$ cat src/exu_pkg.sv
package exu_pkg;

  // datapath and address width
  parameter int XLEN = 32;

  // register file index width
  parameter int REG_ADDR_W = 5;

  // memory bus carries word addresses and one strobe per byte
  parameter int MEM_ADDR_W = XLEN - 2;
  parameter int MEM_STRB_W = XLEN / 8;

  // alu function, same numbering as rv32 funct3
  // alternate bit turns add into sub and srl into sra
  typedef enum logic [2:0] {
    ALU_ADD  = 3'd0,
    ALU_SLL  = 3'd1,
    ALU_SLT  = 3'd2,
    ALU_SLTU = 3'd3,
    ALU_XOR  = 3'd4,
    ALU_SRL  = 3'd5,
    ALU_OR   = 3'd6,
    ALU_AND  = 3'd7
  } alu_funct_t;

  // load/store code
  // bit 3 marks a load, bit 2 a store (or unsigned for loads)
  // low two bits are the access size: 0 byte, 1 half, 2 word
  typedef enum logic [3:0] {
    LS_NONE = 4'b0000,
    LS_SB   = 4'b0100,
    LS_SH   = 4'b0101,
    LS_SW   = 4'b0110,
    LS_LB   = 4'b1000,
    LS_LH   = 4'b1001,
    LS_LW   = 4'b1010,
    LS_LBU  = 4'b1100,
    LS_LHU  = 4'b1101
  } ls_op_t;

endpackage
$ cat src/exu_lsu.sv
`timescale 1ns/100ps

module exu_lsu (
  input  logic                           clock,
  input  logic                           reset,
  input  logic                           start,
  input  exu_pkg::ls_op_t                ls,
  input  logic [exu_pkg::XLEN-1:0]       val_a,
  input  logic [exu_pkg::XLEN-1:0]       val_b,
  input  logic [exu_pkg::XLEN-1:0]       store_data,
  input  logic                           clear,
  output logic                           busy,
  output logic                           done,
  output logic [exu_pkg::XLEN-1:0]       rdata,
  output logic                           mem_req_valid,
  input  logic                           mem_req_ready,
  output logic                           mem_req_write,
  output logic [exu_pkg::MEM_ADDR_W-1:0] mem_req_addr,
  output logic [exu_pkg::XLEN-1:0]       mem_req_wdata,
  output logic [exu_pkg::MEM_STRB_W-1:0] mem_req_wstrb,
  input  logic                           mem_resp_valid,
  input  logic [exu_pkg::XLEN-1:0]       mem_resp_rdata
);

  import exu_pkg::*;

  logic [XLEN-1:0]       addr_in;
  logic [XLEN-1:0]       addr_q;
  ls_op_t                op_q;
  logic [MEM_STRB_W-1:0] strb_in;
  logic [XLEN-1:0]       lane;
  logic [XLEN-1:0]       load_val;
  // response of a flushed access is thrown away
  logic                  drop;

  // own adder on the incoming operands, stage adds nothing across its register
  assign addr_in = val_a + val_b;

  // strobes for the access size, then moved to the byte lane
  always_comb begin
    case (ls[1:0])
      2'd0:    strb_in = MEM_STRB_W'(4'b0001) << addr_in[1:0];
      2'd1:    strb_in = MEM_STRB_W'(4'b0011) << addr_in[1:0];
      default: strb_in = {MEM_STRB_W{1'b1}};
    endcase
  end

  assign mem_req_addr = addr_q[XLEN-1:2];

  // addressed byte or half brought down to bit 0
  assign lane = mem_resp_rdata >> {addr_q[1:0], 3'b000};

  always_comb begin
    case (op_q)
      LS_LB:   load_val = {{(XLEN-8){lane[7]}}, lane[7:0]};
      LS_LH:   load_val = {{(XLEN-16){lane[15]}}, lane[15:0]};
      LS_LBU:  load_val = {{(XLEN-8){1'b0}}, lane[7:0]};
      LS_LHU:  load_val = {{(XLEN-16){1'b0}}, lane[15:0]};
      default: load_val = lane;
    endcase
  end

  // control state
  always_ff @(posedge clock) begin
    if (reset) begin
      busy <= 1'b0;
      done <= 1'b0;
      drop <= 1'b0;
      mem_req_valid <= 1'b0;
    end else begin
      // request goes up the cycle after start, down once taken
      if (start) begin
        busy <= 1'b1;
        mem_req_valid <= 1'b1;
      end else if (mem_req_valid && mem_req_ready) begin
        mem_req_valid <= 1'b0;
      end
      if (mem_resp_valid && busy) begin
        busy <= 1'b0;
        drop <= 1'b0;
        // flushed item only frees the unit
        done <= !drop && !clear;
      end else if (clear) begin
        done <= 1'b0;
        if (busy) begin
          drop <= 1'b1;
        end
      end
    end
  end

  // payload, captured at start
  always_ff @(posedge clock) begin
    if (start) begin
      op_q <= ls;
      addr_q <= addr_in;
      mem_req_write <= !ls[3];
      mem_req_wdata <= store_data << {addr_in[1:0], 3'b000};
      mem_req_wstrb <= strb_in;
    end
    // load data held here until the stage retires it
    if (mem_resp_valid && busy) begin
      rdata <= load_val;
    end
  end

  // decode must not hand over misaligned half or word accesses
  a_half_aligned: assert property (@(posedge clock) disable iff (reset)
    start && ls[1:0] == 2'd1 |-> !addr_in[0]);
  a_word_aligned: assert property (@(posedge clock) disable iff (reset)
    start && ls[1:0] == 2'd2 |-> addr_in[1:0] == 2'b00);

endmodule

$ cat config.mk
export PLATFORM = sky130hd
export DESIGN_NAME = exu_lsu
export DESIGN_NICKNAME = d
export VERILOG_FILES = /design/src/exu_pkg.sv /design/src/exu_lsu.sv
export SDC_FILE = /design/constraint.sdc
export NUM_CORES = 1
export LEC_CHECK = 0
export ABC_AREA = 0
export ABC_CLOCK_PERIOD_IN_PS = 3400
export BUFFER_PORTS_ARGS = -buffer_cell sky130_fd_sc_hd__buf_2
export CAP_MARGIN = 0
export CELL_PAD_IN_SITES_DETAIL_PLACEMENT = 1
export CELL_PAD_IN_SITES_GLOBAL_PLACEMENT = 1
export CORE_MARGIN = 2
export CORE_UTILIZATION = 39
export CTS_BUF_LIST = sky130_fd_sc_hd__clkbuf_8
export DETAILED_ROUTE_END_ITERATION = 10
export PLACE_DENSITY_LB_ADDON = 0.3
export SYNTH_ARGS = -nofsm -noshare
export SYNTH_HDL_FRONTEND = slang
export SYNTH_SLANG_ARGS = --single-unit
$ cat constraint.sdc
create_clock -name clock -period 3.4 [get_ports clock]
set_clock_uncertainty 0.2 [all_clocks]
set_input_delay 0.17 -clock clock [delete_from_list [all_inputs] [get_ports clock]]
set_output_delay 0.17 -clock clock [all_outputs]
set_load 0.01 [all_outputs]
==> results.json <==
{
  "status": "complete, no violations",
  "post-route-min-period_ns": 3.04,
  "yosysTopAreaCellShare_pct": 48.0,
  "grt_max_degree": 76,
  "peakVddDrop_v": 0.000192,
  "end_kind": "register",
  "syn-instance-count": 613,
  "p_leak_nw": 3.71,
  "die_w_um": 134,
  "crit_fanout": 21,
  "drt-pass1-iter-count": 4,
  "clk_latency_ns": 0.38,
  "synthFlopType": "edfxtp_1",
  "path_class": "primary input to register",
  "syn_avg_cell_area_sq_um": 10.7,
  "die_h_um": 134,
  "cts_buffers": 9,
  "drc": 0,
  "synth.area.top_cells": "edfxtp_1 48%, ha_1 5.9%, mux2i_1 5.0%",
  "tns_ns": 0,
  "final_hold_viol_count": 0,
  "drtIter0Drc": 294,
  "synthDistinctLibCells": 63,
  "vias": 5808,
  "routabilityCongestion": 0.900,
  "numPortBuffers": 239,
  "path_buf_inv": 3,
  "cp_slowest_cell": "fa_1",
  "cts_setup_buffers": 0,
  "drive_gt1_share_pct": 31.5,
  "switching_power_mw": 1.17,
  "crit_chain": "buf_2 > ha_1 > inv_1 > fa_1 > nor2b_1 > a211oi_1 > a21oi_1 > dlygate4sd3_1",
  "syn_nets": 783,
  "cts_tree": "built",
  "fillCellCount": 1904,
  "crit_family": "adder cells",
  "grt_pass1_vias": 6188,
  "track_usage_pct": 22.2,
  "setup_viol": 0,
  "crit_path_start_kind": "primary input",
  "wl_per_cell_um": 18.4,
  "drt-total-wl_um": 20200,
  "gr-total-overflow": 0,
  "yosys_warnings": 0,
  "worst_pin_slew_ns": 1.18,
  "rsz0062_at_grt": "no",
  "intPower_mw": 2.43,
  "yosys.area.top_type": "edfxtp_1",
  "antenna_found_initial": 2,
  "hp-class": "primary input to register",
  "rows": 47,
  "ys_seq_elements": 109,
  "syn_area_sq_mm": 0.00656,
  "maxCapViolCount": 0,
  "slew_headroom_pct": 21.0,
  "combPwrFrac_pct": 30.5,
  "hpwl_um": 14800,
  "fmax_mhz": 329,
  "synth_edf_count": 105,
  "slowest_delay_ns": 1.10,
  "coreArea_sq_mm": 0.0165,
  "ctsLongestPathBuffers": 2,
  "rrSetupSlack_ns": 0.60,
  "start_util_pct": 39.7,
  "grt_pass1_wl_um": 31500,
  "cts_sinks": 109,
  "final_core_util_pct": 51.6,
  "num-nets-final": 1043,
  "arrival_ns": 2.98,
  "slew_viol_final": 0,
  "h-tree-depth": 3,
  "ys_seq_area_share_pct": 49.3,
  "power_frac_clock_pct": 21.6,
  "syn_to_final_growth_pct": 30.0,
  "drtAntennaViolNets": 0,
  "cp_data_required_time_ns": 3.34,
  "seq_power_share_pct": 47.8,
  "clkTransAtPathRegs_ns": 0.11,
  "async_flop_share_pct": 0,
  "pin_count": 240,
  "design.die.area_sq_mm": 0.0179,
  "p_per_area_mw_per_mm2": 421,
  "vias_per_cell": 5.28,
  "swShare_pct": 32.4,
  "period_share_pct": 89.4,
  "root_buffer": "clkbuf_8"
}
final timing paths:
path,from,end,cells past startpoint
worst max-delay path,val_b[0],mem_req_wdata[26],8
worst min register to register,busy,busy,2
worst min-delay path,store_data[25],mem_req_wdata[25],3
worst max register to register,addr_q[0],rdata[23],6
per-layer routing:
| metal | track usage (%) | share of wire [%] |
|---|---|---|
| met2 | 40.7 | 52 |
| met4 | 8.39 | 2.3 |
| met3 | 3.77 | 5.5 |
| met1 | 25.7 | 41 |
| met5 | 0 | 0.054 |
power by group through the flow:
stage / Combinational (mW) / Sequential [mW] / Clock, mW
finish: 1.10 / 1.72 / 0.777
global route: 1.20 / 1.73 / 0.843
floorplan: 0.642 / 1.78 / 0
CTS: 1.09 / 1.72 / 0.806
global placement: 0.971 / 1.74 / 0
detailed placement: 1.01 / 1.75 / 0
kinds of logic after synthesis:
| kind of cell | synth area share, % |
|---|---|
| AO/OA/AOI/OAI | 17.8 |
| flip-flops | 49.3 |
| AND/OR/NAND/NOR | 12.6 |
| buffers and inverters | 5.79 |
| multiplexers | 5.20 |
| XOR/XNOR | 3.07 |
| adder cells (fa/ha/maj) | 6.21 |
worst reg2reg max path: stages, from the launching register on:
cell and delay (ns):
edfxtp_1 0.59, buf_4 0.40, nor2b_1 0.21, a21oi_1 0.23, nand2_1 0.08, o211ai_1 0.53, o21ai_0 0.26
through the flow:
| step | instances | hold WS [ns] | worst slack, ns | instance area [sq um] | total power, mW |
|---|---|---|---|---|---|
| after floorplan | 613 | 0.0424 | 0.944 | 6560 | 2.42 |
| after global placement | 1023 | 0.149 | 0.679 | 7750 | 2.71 |
| after detailed placement | 1023 | 0.159 | 0.572 | 7750 | 2.76 |
| after CTS | 1098 | 0.00204 | 0.491 | 8530 | 3.61 |
| after global routing | 1098 | 0.0290 | 0.223 | 8530 | 3.78 |
| final | 1099 | 0.0186 | 0.359 | 8530 | 3.59 |
what timing repair did:
action,4_1_cts,5_1_grt
hold endpoints to repair,63,0
endpoints found under the setup margin,0,0
hold buffers,59,0
gates resized for setup,0,0
flip-flops by register name, summed over array words and instances, names as in the netlist, 4 cells and up:
name / flops
addr_q: 32
mem_req_wdata: 32
rdata: 32
mem_req_wstrb: 4
op_q: 4
layout make-up:
type                       count  area (sq um)  share of cell area (%)
clock buffer                   9           124                    1.45
multi-input combinational    438          2950                    34.6
timing repair buffer         305          1840                    21.6
inverter                      10          37.5                   0.440
sequential                   109          3230                    37.9
clock inverter                 7          66.3                   0.777
antenna                        1          2.50                  0.0293
tap                          220           275                    3.23
placed cells by master (no fill, tap or decap), drive strengths merged, types with 2 or more instances in the layout:
cell type and instances:
clkinv 3, xnor2 13, o221ai 2, a31oi 2, edfxtp 105, a221oi 2
nand2 44, clkbuf 9, dlygate4sd3 59, xor2 10, a221o 4, nand2b 7
nand4 3, nor4 2, nor2 44, ha 31, and2 13, o21ai 44
and3 6, a21oi 56, a21o 16, o21a 3, nand3 9, mux2i 33
dfxtp 4, a31o 2, o211ai 4, or2 3, a211oi 25, nor3 9
a211o 2, nor2b 21, buf 246, and4 4, o21bai 6, inv 13
a311oi 2
cell usage after synthesis, types with 3 or more instances:
master    count
edfxtp_1    105
a21oi_1      55
nand2_1      44
nor2_1       44
mux2i_1      33
o21ai_0      33
buf_4        31
ha_1         31
a211oi_1     25
nor2b_1      21
clkbuf_1     15
a21o_1       14
xnor2_1      13
and2_1       12
o21ai_1      11
inv_1        10
xor2_1       10
nand3_1       9
nor3_1        9
buf_2         7
and3_1        6
nand2b_1      6
a221o_1       4
and4_1        4
dfxtp_1       4
o211ai_1      4
o21bai_1      4
nand4_1       3
or2_2         3
No activity file was read; power rests on OpenSTA's default activity.
