**src/exu_pkg.sv**
```systemverilog
package exu_pkg;

  // datapath and address width
  parameter int XLEN = 32;

  // register file index width
  parameter int REG_ADDR_W = 5;

  // memory bus carries word addresses and one strobe per byte
  parameter int MEM_ADDR_W = XLEN - 2;
  parameter int MEM_STRB_W = XLEN / 8;

  // alu function, same numbering as rv32 funct3
  // alternate bit turns add into sub and srl into sra
  typedef enum logic [2:0] {
    ALU_ADD  = 3'd0,
    ALU_SLL  = 3'd1,
    ALU_SLT  = 3'd2,
    ALU_SLTU = 3'd3,
    ALU_XOR  = 3'd4,
    ALU_SRL  = 3'd5,
    ALU_OR   = 3'd6,
    ALU_AND  = 3'd7
  } alu_funct_t;

  // load/store code
  // bit 3 marks a load, bit 2 a store (or unsigned for loads)
  // low two bits are the access size: 0 byte, 1 half, 2 word
  typedef enum logic [3:0] {
    LS_NONE = 4'b0000,
    LS_SB   = 4'b0100,
    LS_SH   = 4'b0101,
    LS_SW   = 4'b0110,
    LS_LB   = 4'b1000,
    LS_LH   = 4'b1001,
    LS_LW   = 4'b1010,
    LS_LBU  = 4'b1100,
    LS_LHU  = 4'b1101
  } ls_op_t;

endpackage
```
**src/exu_stage.sv**
```systemverilog
`timescale 1ns/100ps

module exu_stage (
  input  logic                           clock,
  input  logic                           reset,
  input  logic                           flush,
  // decode side
  input  logic                           in_valid,
  output logic                           in_ready,
  input  logic [exu_pkg::XLEN-1:0]       in_pc,
  input  logic [exu_pkg::XLEN-1:0]       in_val_a,
  input  logic [exu_pkg::XLEN-1:0]       in_val_b,
  input  logic [exu_pkg::XLEN-1:0]       in_val_c,
  input  exu_pkg::alu_funct_t            in_alu_funct,
  input  logic                           in_alu_sw,
  input  logic [exu_pkg::REG_ADDR_W-1:0] in_rd,
  input  logic                           in_rd_src,
  input  exu_pkg::ls_op_t                in_ls,
  // write-back side
  output logic                           out_valid,
  input  logic                           out_ready,
  output logic [exu_pkg::XLEN-1:0]       out_pc,
  output logic [exu_pkg::REG_ADDR_W-1:0] out_gpr_waddr,
  output logic [exu_pkg::XLEN-1:0]       out_gpr_wdata,
  // pending destination for hazard checks in decode
  output logic [exu_pkg::REG_ADDR_W-1:0] exu_rd,
  // load/store unit
  output logic                           lsu_start,
  output exu_pkg::ls_op_t                lsu_ls,
  output logic [exu_pkg::XLEN-1:0]       lsu_val_a,
  output logic [exu_pkg::XLEN-1:0]       lsu_val_b,
  output logic [exu_pkg::XLEN-1:0]       lsu_store_data,
  output logic                           lsu_release,
  input  logic                           lsu_busy,
  input  logic                           lsu_done,
  input  logic [exu_pkg::XLEN-1:0]       lsu_rdata
);

  import exu_pkg::*;

  logic                  valid;
  logic [XLEN-1:0]       pc;
  logic [XLEN-1:0]       val_a;
  logic [XLEN-1:0]       val_b;
  alu_funct_t            alu_funct;
  logic                  alu_sw;
  logic [REG_ADDR_W-1:0] rd;
  logic                  rd_src;
  ls_op_t                ls;
  logic                  accept;
  logic                  retire;
  logic                  exec_done;
  logic [XLEN-1:0]       alu_val;

  // flush in the same cycle blocks the handover
  assign accept = in_valid && in_ready && !flush;
  assign retire = out_valid && out_ready;

  // empty or emptying, and no memory access still on the bus
  assign in_ready = (!valid || retire) && !lsu_busy;

  // alu results are ready at once, memory ops wait for the lsu
  assign exec_done = (ls == LS_NONE) || lsu_done;
  assign out_valid = valid && !flush && exec_done;

  always_ff @(posedge clock) begin
    if (reset) begin
      valid <= 1'b0;
    end else if (accept) begin
      valid <= 1'b1;
    end else if (flush || retire) begin
      valid <= 1'b0;
    end
  end

  // instruction register
  always_ff @(posedge clock) begin
    if (accept) begin
      pc <= in_pc;
      val_a <= in_val_a;
      val_b <= in_val_b;
      alu_funct <= in_alu_funct;
      alu_sw <= in_alu_sw;
      rd <= in_rd;
      rd_src <= in_rd_src;
      ls <= in_ls;
    end
  end

  exu_alu alu_i (
    .alu_a (val_a),
    .alu_b (val_b),
    .funct (alu_funct),
    .sw    (alu_sw),
    .val   (alu_val)
  );

  // lsu sees the operands on the way in, it computes its own address
  assign lsu_start = accept && (in_ls != LS_NONE);
  assign lsu_ls = in_ls;
  assign lsu_val_a = in_val_a;
  assign lsu_val_b = in_val_b;
  assign lsu_store_data = in_val_c;
  // frees held load data, or marks an in-flight access as dead
  assign lsu_release = retire || flush;

  // write-back value
  assign out_pc = pc;
  assign out_gpr_waddr = rd;
  assign out_gpr_wdata = ls[3] ? lsu_rdata : (rd_src ? val_a : alu_val);

  assign exu_rd = rd & {REG_ADDR_W{valid}};

  // write-back side may rely on a stalled offer staying put
  a_out_stable: assert property (@(posedge clock) disable iff (reset)
    out_valid && !out_ready |=> flush || (out_valid && $stable(out_pc) &&
      $stable(out_gpr_waddr) && $stable(out_gpr_wdata)));

endmodule

```
**src/exu_alu.sv**
```systemverilog
`timescale 1ns/100ps

module exu_alu (
  input  logic [exu_pkg::XLEN-1:0] alu_a,
  input  logic [exu_pkg::XLEN-1:0] alu_b,
  input  exu_pkg::alu_funct_t      funct,
  input  logic                     sw,
  output logic [exu_pkg::XLEN-1:0] val
);

  import exu_pkg::*;

  // rv32 shifts only look at the low five bits
  logic [4:0] shamt;

  assign shamt = alu_b[4:0];

  always_comb begin
    case (funct)
      ALU_ADD: begin
        // sub when the alternate bit is set
        val = sw ? (alu_a - alu_b) : (alu_a + alu_b);
      end
      ALU_SLL: begin
        val = alu_a << shamt;
      end
      ALU_SLT: begin
        val = {{(XLEN-1){1'b0}}, $signed(alu_a) < $signed(alu_b)};
      end
      ALU_SLTU: begin
        val = {{(XLEN-1){1'b0}}, alu_a < alu_b};
      end
      ALU_XOR: begin
        val = alu_a ^ alu_b;
      end
      ALU_SRL: begin
        // arithmetic shift keeps the sign bit
        val = sw ? XLEN'($signed(alu_a) >>> shamt) : (alu_a >> shamt);
      end
      ALU_OR: begin
        val = alu_a | alu_b;
      end
      default: begin
        val = alu_a & alu_b;
      end
    endcase
  end

endmodule

```
**config.mk**
```make
export PLATFORM = sky130hd
export DESIGN_NAME = exu_stage
export DESIGN_NICKNAME = d
export VERILOG_FILES = /design/src/exu_pkg.sv /design/src/exu_stage.sv /design/src/exu_alu.sv
export SDC_FILE = /design/constraint.sdc
export NUM_CORES = 1
export LEC_CHECK = 0
export BUFFER_PORTS_ARGS = -buffer_cell sky130_fd_sc_hd__buf_2
export CAP_MARGIN = 20
export CORE_MARGIN = 5
export CORE_UTILIZATION = 45
export CTS_CLUSTER_DIAMETER = 150
export DETAILED_ROUTE_END_ITERATION = 7
export MAX_ROUTING_LAYER = met4
export PLACE_DENSITY = 0.8
export SYNTH_ARGS = -nofsm -noshare
export SYNTH_HDL_FRONTEND = slang
export SYNTH_SLANG_ARGS = --single-unit
```
**constraint.sdc**
```tcl
create_clock -name clock -period 4.7 [get_ports clock]
set_input_delay 0.235 -clock clock [delete_from_list [all_inputs] [get_ports clock]]
set_output_delay 0.235 -clock clock [all_outputs]
set_load 0.005 [all_outputs]
```
==> results.ini, run 1 <==
[status]
status = finished clean

[clock_tree]
clk_pin_slew_ns = 0.09
root_buffer = clkbuf_16
htree_levels = 3
cts_buffer_depth = 2
cts-buffers-inserted = 9
cts_hold_buf = 12
cts_resized = 0
cts_tree = done
worstSkewPairLatency_ns = 0.39
clock-sinks = 111
cts_post_setup_buffers_inserted = 0

[drt]
routed_via_density = 6.636
ant_nets = 0
drcViolationCount = 0
post_drt_wl_per_cell_um = 27.54
drt-total-wl_um = 61480
drt_first_pass_iters = 6
num_vias = 14810
drtIter0Drc = 2085

[synth]
netlist.area_leader.share_pct = 23.50
syn_nets = 1968
ys_ff_latch = 111
synth-warning-count = 0
synth_flop_cell = edfxtp_1
yosys.cell_types.count = 89
synth_edf_count = 110
synth_area_leaders = edfxtp_1 23%, ha_1 8.6%, mux4_2 8.2%
syn_area_um2 = 14060
syn_inst = 1688
synthArstFlopShare_pct = 0
syn_avg_cell_area_um2 = 8.328
synth_top_cell_by_area = edfxtp_1
ys_seq_area_share_pct = 23.64

[critical_path]
regToRegSetupSlack_ns = 2.07
critPathLaunchType = register
crit_arrival_ns = 4.26
r2r-end = val_b[0]$_DFFE_PP_
r2r-start = ls[3]$_DFFE_PP_
critPathSlowestCell = edfxtp_1
critPathRequiredTime_ns = 4.47
critical_path.max_fanout = 12
critPathTopFamily = simple AND/OR/NAND/NOR gates
path_cells = inv_1 > ha_1 > nor4_4 > nand3_1 > a211oi_1 > a21o_1 > o31ai_1 > or3_1 > a21oi_1 > mux2i_1 > a221oi_2 > buf_2
slowest_delay_ns = 0.65
cp_num_buf_inv = 2
crit_path_end_kind = output port
ff2ff_path_depth = 6
crit_type = register to output port

[grt]
grt_remaining_overflow = 0
grt_max_degree = 79
grt_antenna_before_repair = 3
grt_usage_pct = 34.50
grt_pass1_vias = 14320
grt_pass1_wl_um = 90660

[die]
num_rows = 64
io_pins = 359
die_y_um = 186.8
dieArea_um2 = 34880
start_util_pct = 45.72
placeableCoreArea_um2 = 30750
die-width_um = 186.8

[sta]
fmax_mhz = 222.6
timing.slew.headroom_pct = 34.81
maxSlewViolCount = 0
hold_viol = 0
fin_crit_sh_pct = 95.57
worstMarginPinSlew_ns = 0.9676
finClkSkew_ns = 0.01183
min_period_ns = 4.492
setup_viol = 0
tns_ns = 0
grt_setup_unrepaired = no

[power]
power_mw = 2.830
powerDensity_nw_per_um2 = 182.1
clockPowerShare_pct = 29.9
ir_drop_uv = 262.9
sw_frac_of_total_pct = 35.31
p_int_mw = 1.831
p_seq_share_pct = 40.7
power.switching_mw = 0.9991
pwr-share-comb_pct = 29.3
p_leak_nw = 6.483

[layout]
fin_nets = 2108
final_util_pct = 50.53
areaGrowthSynthToFinish_pct = 10.52
layout-drive-gt1-share_pct = 25.42
design_area_um2 = 15540

[placement]
placed_area_um2 = 15090
hpwl_um = 46720
finalWeightedCongestion = 1.092
io_buffer_count = 294

[flow_run]
max_cap_violations = 0

[hold_path]
hold_class = input pin to register
min_to = out_gpr_waddr[3]$_DFFE_PP_
holdCritStartpoint = in_rd[3]
hold_depth = 1

## layout make-up
type                       count  area, µm²
multi-input combinational   1243       8972
sequential                   111       3323
clock buffer                   9      225.2
tap                          396      495.5
antenna                        3      7.507
timing repair buffer         363       2044
fill                        2978      15210
clock inverter                 7      93.84
inverter                     100      375.4
## worst register-to-register path: stages, from the launching register on
cell and delay [ns]:
edfxtp_1 0.39, nor4_1 0.28, o211a_1 0.19, nand2_1 0.13, a21oi_1 0.23, and3_4 0.57
buf_12 0.42
## cell families (layout without fill, tap and decap cells)
kind of cell	count (synthesis)	count (layout)	synth area share, %
AO/OA/AOI/OAI	565	565	26.58
XOR/XNOR	28	28	1.744
adder cells (fa/ha/maj)	99	99	8.918
buffers and inverters	334	479	12.58
flip-flops	111	111	23.64
multiplexers	106	106	12.22
other	0	3	0
AND/OR/NAND/NOR	445	445	14.32
## state kept, by name, summed over array words and instances, names as in the netlist
name / cells
out_gpr_waddr: 5
val_b: 32
alu_funct: 3
rd_src: 1
val_a: 32
alu_sw: 1
valid: 1
ls: 4
out_pc: 32
## metal layers
metal	vias to the layer above	global-route usage [%]	routed length, µm
met1	7038	43.18	23640
met4	0	18.32	3903
met2	1109	52.34	27320
met5	-	-	0
li1	6451	-	-
met3	214	7.623	6618
## worst max-delay path by stage
stage / depth (start not counted) / slack, ns / endpoint / start
5_1_grt: 12 / 0.07 / out_gpr_wdata[0] / val_a[16]$_DFFE_PP_
3_3_place_gp: 12 / 0.79 / out_gpr_wdata[28] / val_a[18]$_DFFE_PP_
3_5_place_dp: 14 / 0.80 / out_gpr_wdata[30] / val_b[0]$_DFFE_PP_
4_1_cts: 12 / 0.35 / out_gpr_wdata[28] / val_a[18]$_DFFE_PP_
2_1_floorplan: 6 / 0.24 / lsu_start / ls[3]$_DFFE_PP_
6_report: 12 / 0.21 / out_gpr_wdata[0] / val_a[16]$_DFFE_PP_
## through the flow
step | hold WS, ns | instances | setup slack, ns
floorplan | 0.3074 | 1688 | 0.2392
global placement | 0.3971 | 2201 | 0.7876
detailed placement | 0.4036 | 2201 | 0.7973
CTS | 0.0002887 | 2229 | 0.3453
global route | 0.003588 | 2231 | 0.07155
finish | 0.01113 | 2232 | 0.2084
## synthesized netlist by cell type, drive strengths merged, types with 18 or more instances
cell type,instances
nor2,148
buf,159
a21oi,208
a211oi,29
edfxtp,110
o31ai,21
o221ai,18
ha,97
o211ai,24
inv,98
mux4,51
clkbuf,75
o21ai,93
xnor2,25
nor3,45
mux2i,43
nand3,27
nand2,143
## power by group through the flow
stage / combinational [mW] / sequential [mW] / clock, mW
2_1_floorplan: 0.537 / 1.17 / 0
3_3_place_gp: 0.794 / 1.17 / 0
3_5_place_dp: 0.796 / 1.17 / 0
4_1_cts: 0.809 / 1.15 / 0.862
5_1_grt: 0.882 / 1.16 / 0.902
6_report: 0.830 / 1.15 / 0.847
## layout by cell type, fill, tap and decap left out, drive strengths merged, types with 18 or more instances in the layout
master,instances
buf,351
a21oi,208
nor2,148
nand2,143
edfxtp,110
inv,100
ha,97
o21ai,93
mux4,51
nor3,45
mux2i,43
a211oi,29
nand3,27
xnor2,25
o211ai,24
o31ai,21
o221ai,18
No activity file was read; power rests on OpenSTA's default activity.
==> run 2: changes to the inputs <==
- RECOVER_POWER: default -> 25
==> run 2 against run 1 <==
  * Global-route usage unchanged
  * Combinational power decreased by 0.5%
  * Count of clock-buffer cells in the layout unchanged
  * Largest cell class unchanged
==> results.ini, run 2 (synthesis results as in run 1) <==
[status]
status = finished clean

[clock_tree]
cts_resized = 0  ; unchanged
root_buffer = clkbuf_16
clk_pin_slew_ns = 0.09  ; about the same
cts_tree = done
clock-sinks = 111  ; unchanged
cts-buffers-inserted = 9  ; unchanged
worstSkewPairLatency_ns = 0.39  ; about the same
cts_buffer_depth = 2  ; unchanged
htree_levels = 3  ; unchanged

[power]
p_seq_share_pct = 40.8  ; about the same
sw_frac_of_total_pct = 35.35  ; +0.042 points
powerDensity_nw_per_um2 = 182.4  ; +0.15%
pwr-share-comb_pct = 29.2  ; about the same
p_leak_nw = 6.370  ; -1.7%
p_int_mw = 1.826  ; -0.26%
ir_drop_uv = 262.7  ; about the same
clockPowerShare_pct = 29.9  ; about the same
power.switching_mw = 0.9983  ; about the same

[die]
die-width_um = 186.8  ; unchanged
dieArea_um2 = 34880  ; unchanged
placeableCoreArea_um2 = 30750  ; unchanged
start_util_pct = 45.72  ; unchanged
die_y_um = 186.8  ; unchanged
num_rows = 64  ; unchanged
io_pins = 359  ; unchanged

[critical_path]
ff2ff_path_depth = 6  ; unchanged
critPathRequiredTime_ns = 4.47  ; about the same
crit_arrival_ns = 4.25  ; about the same
crit_path_end_kind = output port
r2r-start = ls[3]$_DFFE_PP_
regToRegSetupSlack_ns = 2.07  ; about the same
startpoint = val_a[16]$_DFFE_PP_
critPathLaunchType = register
r2r-end = val_b[0]$_DFFE_PP_
crit_type = register to output port
critical_path.max_fanout = 12  ; unchanged

[sta]
maxSlewViolCount = 0  ; unchanged
setup_viol = 0  ; unchanged
hold_viol = 0  ; unchanged
fin_crit_sh_pct = 95.44  ; -0.13 points
grt_setup_unrepaired = no
min_period_ns = 4.486  ; -0.005900 ns
timing.slew.headroom_pct = 34.98  ; +0.17 points
worstMarginPinSlew_ns = 0.9651  ; -0.002484 ns
tns_ns = 0  ; unchanged
worst_hold_slack_ns = 0.01417  ; +0.003036 ns
finClkSkew_ns = 0.008218  ; -0.003607 ns
fmax_mhz = 222.9  ; +0.13%

[layout]
design_area_um2 = 15480  ; -0.35%
final-instance-count-excl-fill = 2231  ; -0.045%
areaGrowthSynthToFinish_pct = 10.14
final_cell_mix = 253 x buf_2, 208 x a21oi_1, 147 x nor2_1, 143 x nand2_1, 110 x edfxtp_1
layout_commonest_cell = buf_2
layout-drive-gt1-share_pct = 23.19  ; -2.2 points
final_util_pct = 50.35  ; -0.18 points
fin_nets = 2108  ; unchanged

[drt]
drt_first_pass_iters = 6  ; unchanged
drcViolationCount = 0  ; unchanged
drt-total-wl_um = 61500  ; about the same
post_drt_wl_per_cell_um = 27.57  ; about the same
drtIter0Drc = 2077  ; -0.38%
ant_nets = 0  ; unchanged
routed_via_density = 6.598  ; -0.58%
num_vias = 14720  ; -0.62%

[grt]
grt_remaining_overflow = 0  ; unchanged
grt_max_degree = 79  ; unchanged
grt_usage_pct = 34.50  ; unchanged
grt_pass1_wl_um = 90660  ; unchanged
grt_pass1_vias = 14320  ; unchanged
grt_antenna_before_repair = 3  ; unchanged

[placement]
placed_area_um2 = 15090  ; unchanged
finalWeightedCongestion = 1.092  ; unchanged
io_buffer_count = 294  ; unchanged
placedCellCount = 2201  ; unchanged
hpwl_um = 46720  ; unchanged

[flow_run]
max_cap_violations = 0  ; unchanged

[hold_path]
holdCritStartpoint = in_rd[3]
min_to = out_gpr_waddr[3]$_DFFE_PP_
hold_depth = 1  ; unchanged
hold_class = input pin to register

## run 2: cell count changes in the layout (fill, tap and decap cells not counted), sizes merged
cell | previous run | this run
buf | 351 | 310
diode | 3 | 2
clkbuf | 9 | 50
## run 2: routing by layer
| layer | GRT usage (%) | share of wire (%) | vias to the layer above |
|---|---|---|---|
| li1 | - | - | 6445 |
| met1 | 43.18 | 39 | 7006 |
| met5 | - | 0 | - |
| met3 | 7.623 | 11 | 207 |
| met4 | 18.32 | 6.3 | 0 |
| met2 | 52.34 | 44 | 1062 |
## run 2: how the worst max path moves through the flow
stage / cells after the start / slack (ns) / end
after floorplan: 6 / 0.24 / lsu_start
after global placement: 12 / 0.79 / out_gpr_wdata[28]
after detailed placement: 14 / 0.80 / out_gpr_wdata[30]
after global routing: 12 / 0.07 / out_gpr_wdata[0]
final: 12 / 0.21 / out_gpr_wdata[0]
after CTS: 12 / 0.35 / out_gpr_wdata[28]
## run 2: layout make-up
type	instances	area, µm²
inverters	100	375.4
fillers	3008	15270
clock buffers	9	225.2
flip-flops and latches	111	3323
multi-input cells	1243	8972
well taps	396	495.5
clock inverters	7	93.84
repair buffers	363	1993
diodes	2	5.005
## run 2: through the flow
stage | setup slack (ns) | total power, mW
finish | 0.2143 | 2.824
CTS | 0.3453 | 2.822
floorplan | 0.2392 | 1.705
global route | 0.07155 | 2.934
global placement | 0.7876 | 1.968
detailed placement | 0.7973 | 1.970
## run 2: repair_timing
item                      CTS  global route
hold endpoints to repair   12             0
hold buffers               12             0
setup buffers               0             0
## run 2: critical path, cell delays in order (launching register included)
cell and delay (ns):
edfxtp_1 0.65, inv_1 0.13, ha_1 0.49, nor4_4 0.42
nand3_1 0.16, a211oi_1 0.28, a21o_1 0.16, o31ai_1 0.11
or3_1 0.35, a21oi_1 0.19, mux2i_1 0.63, a221oi_2 0.11
buf_2 0.17
## run 2: power groups by stage
stage	combinational (mW)	sequential, mW	clock, mW
final	0.826	1.15	0.846
after global placement	0.794	1.17	0
after floorplan	0.537	1.17	0
after global routing	0.877	1.16	0.902
after CTS	0.809	1.15	0.862
after detailed placement	0.796	1.17	0
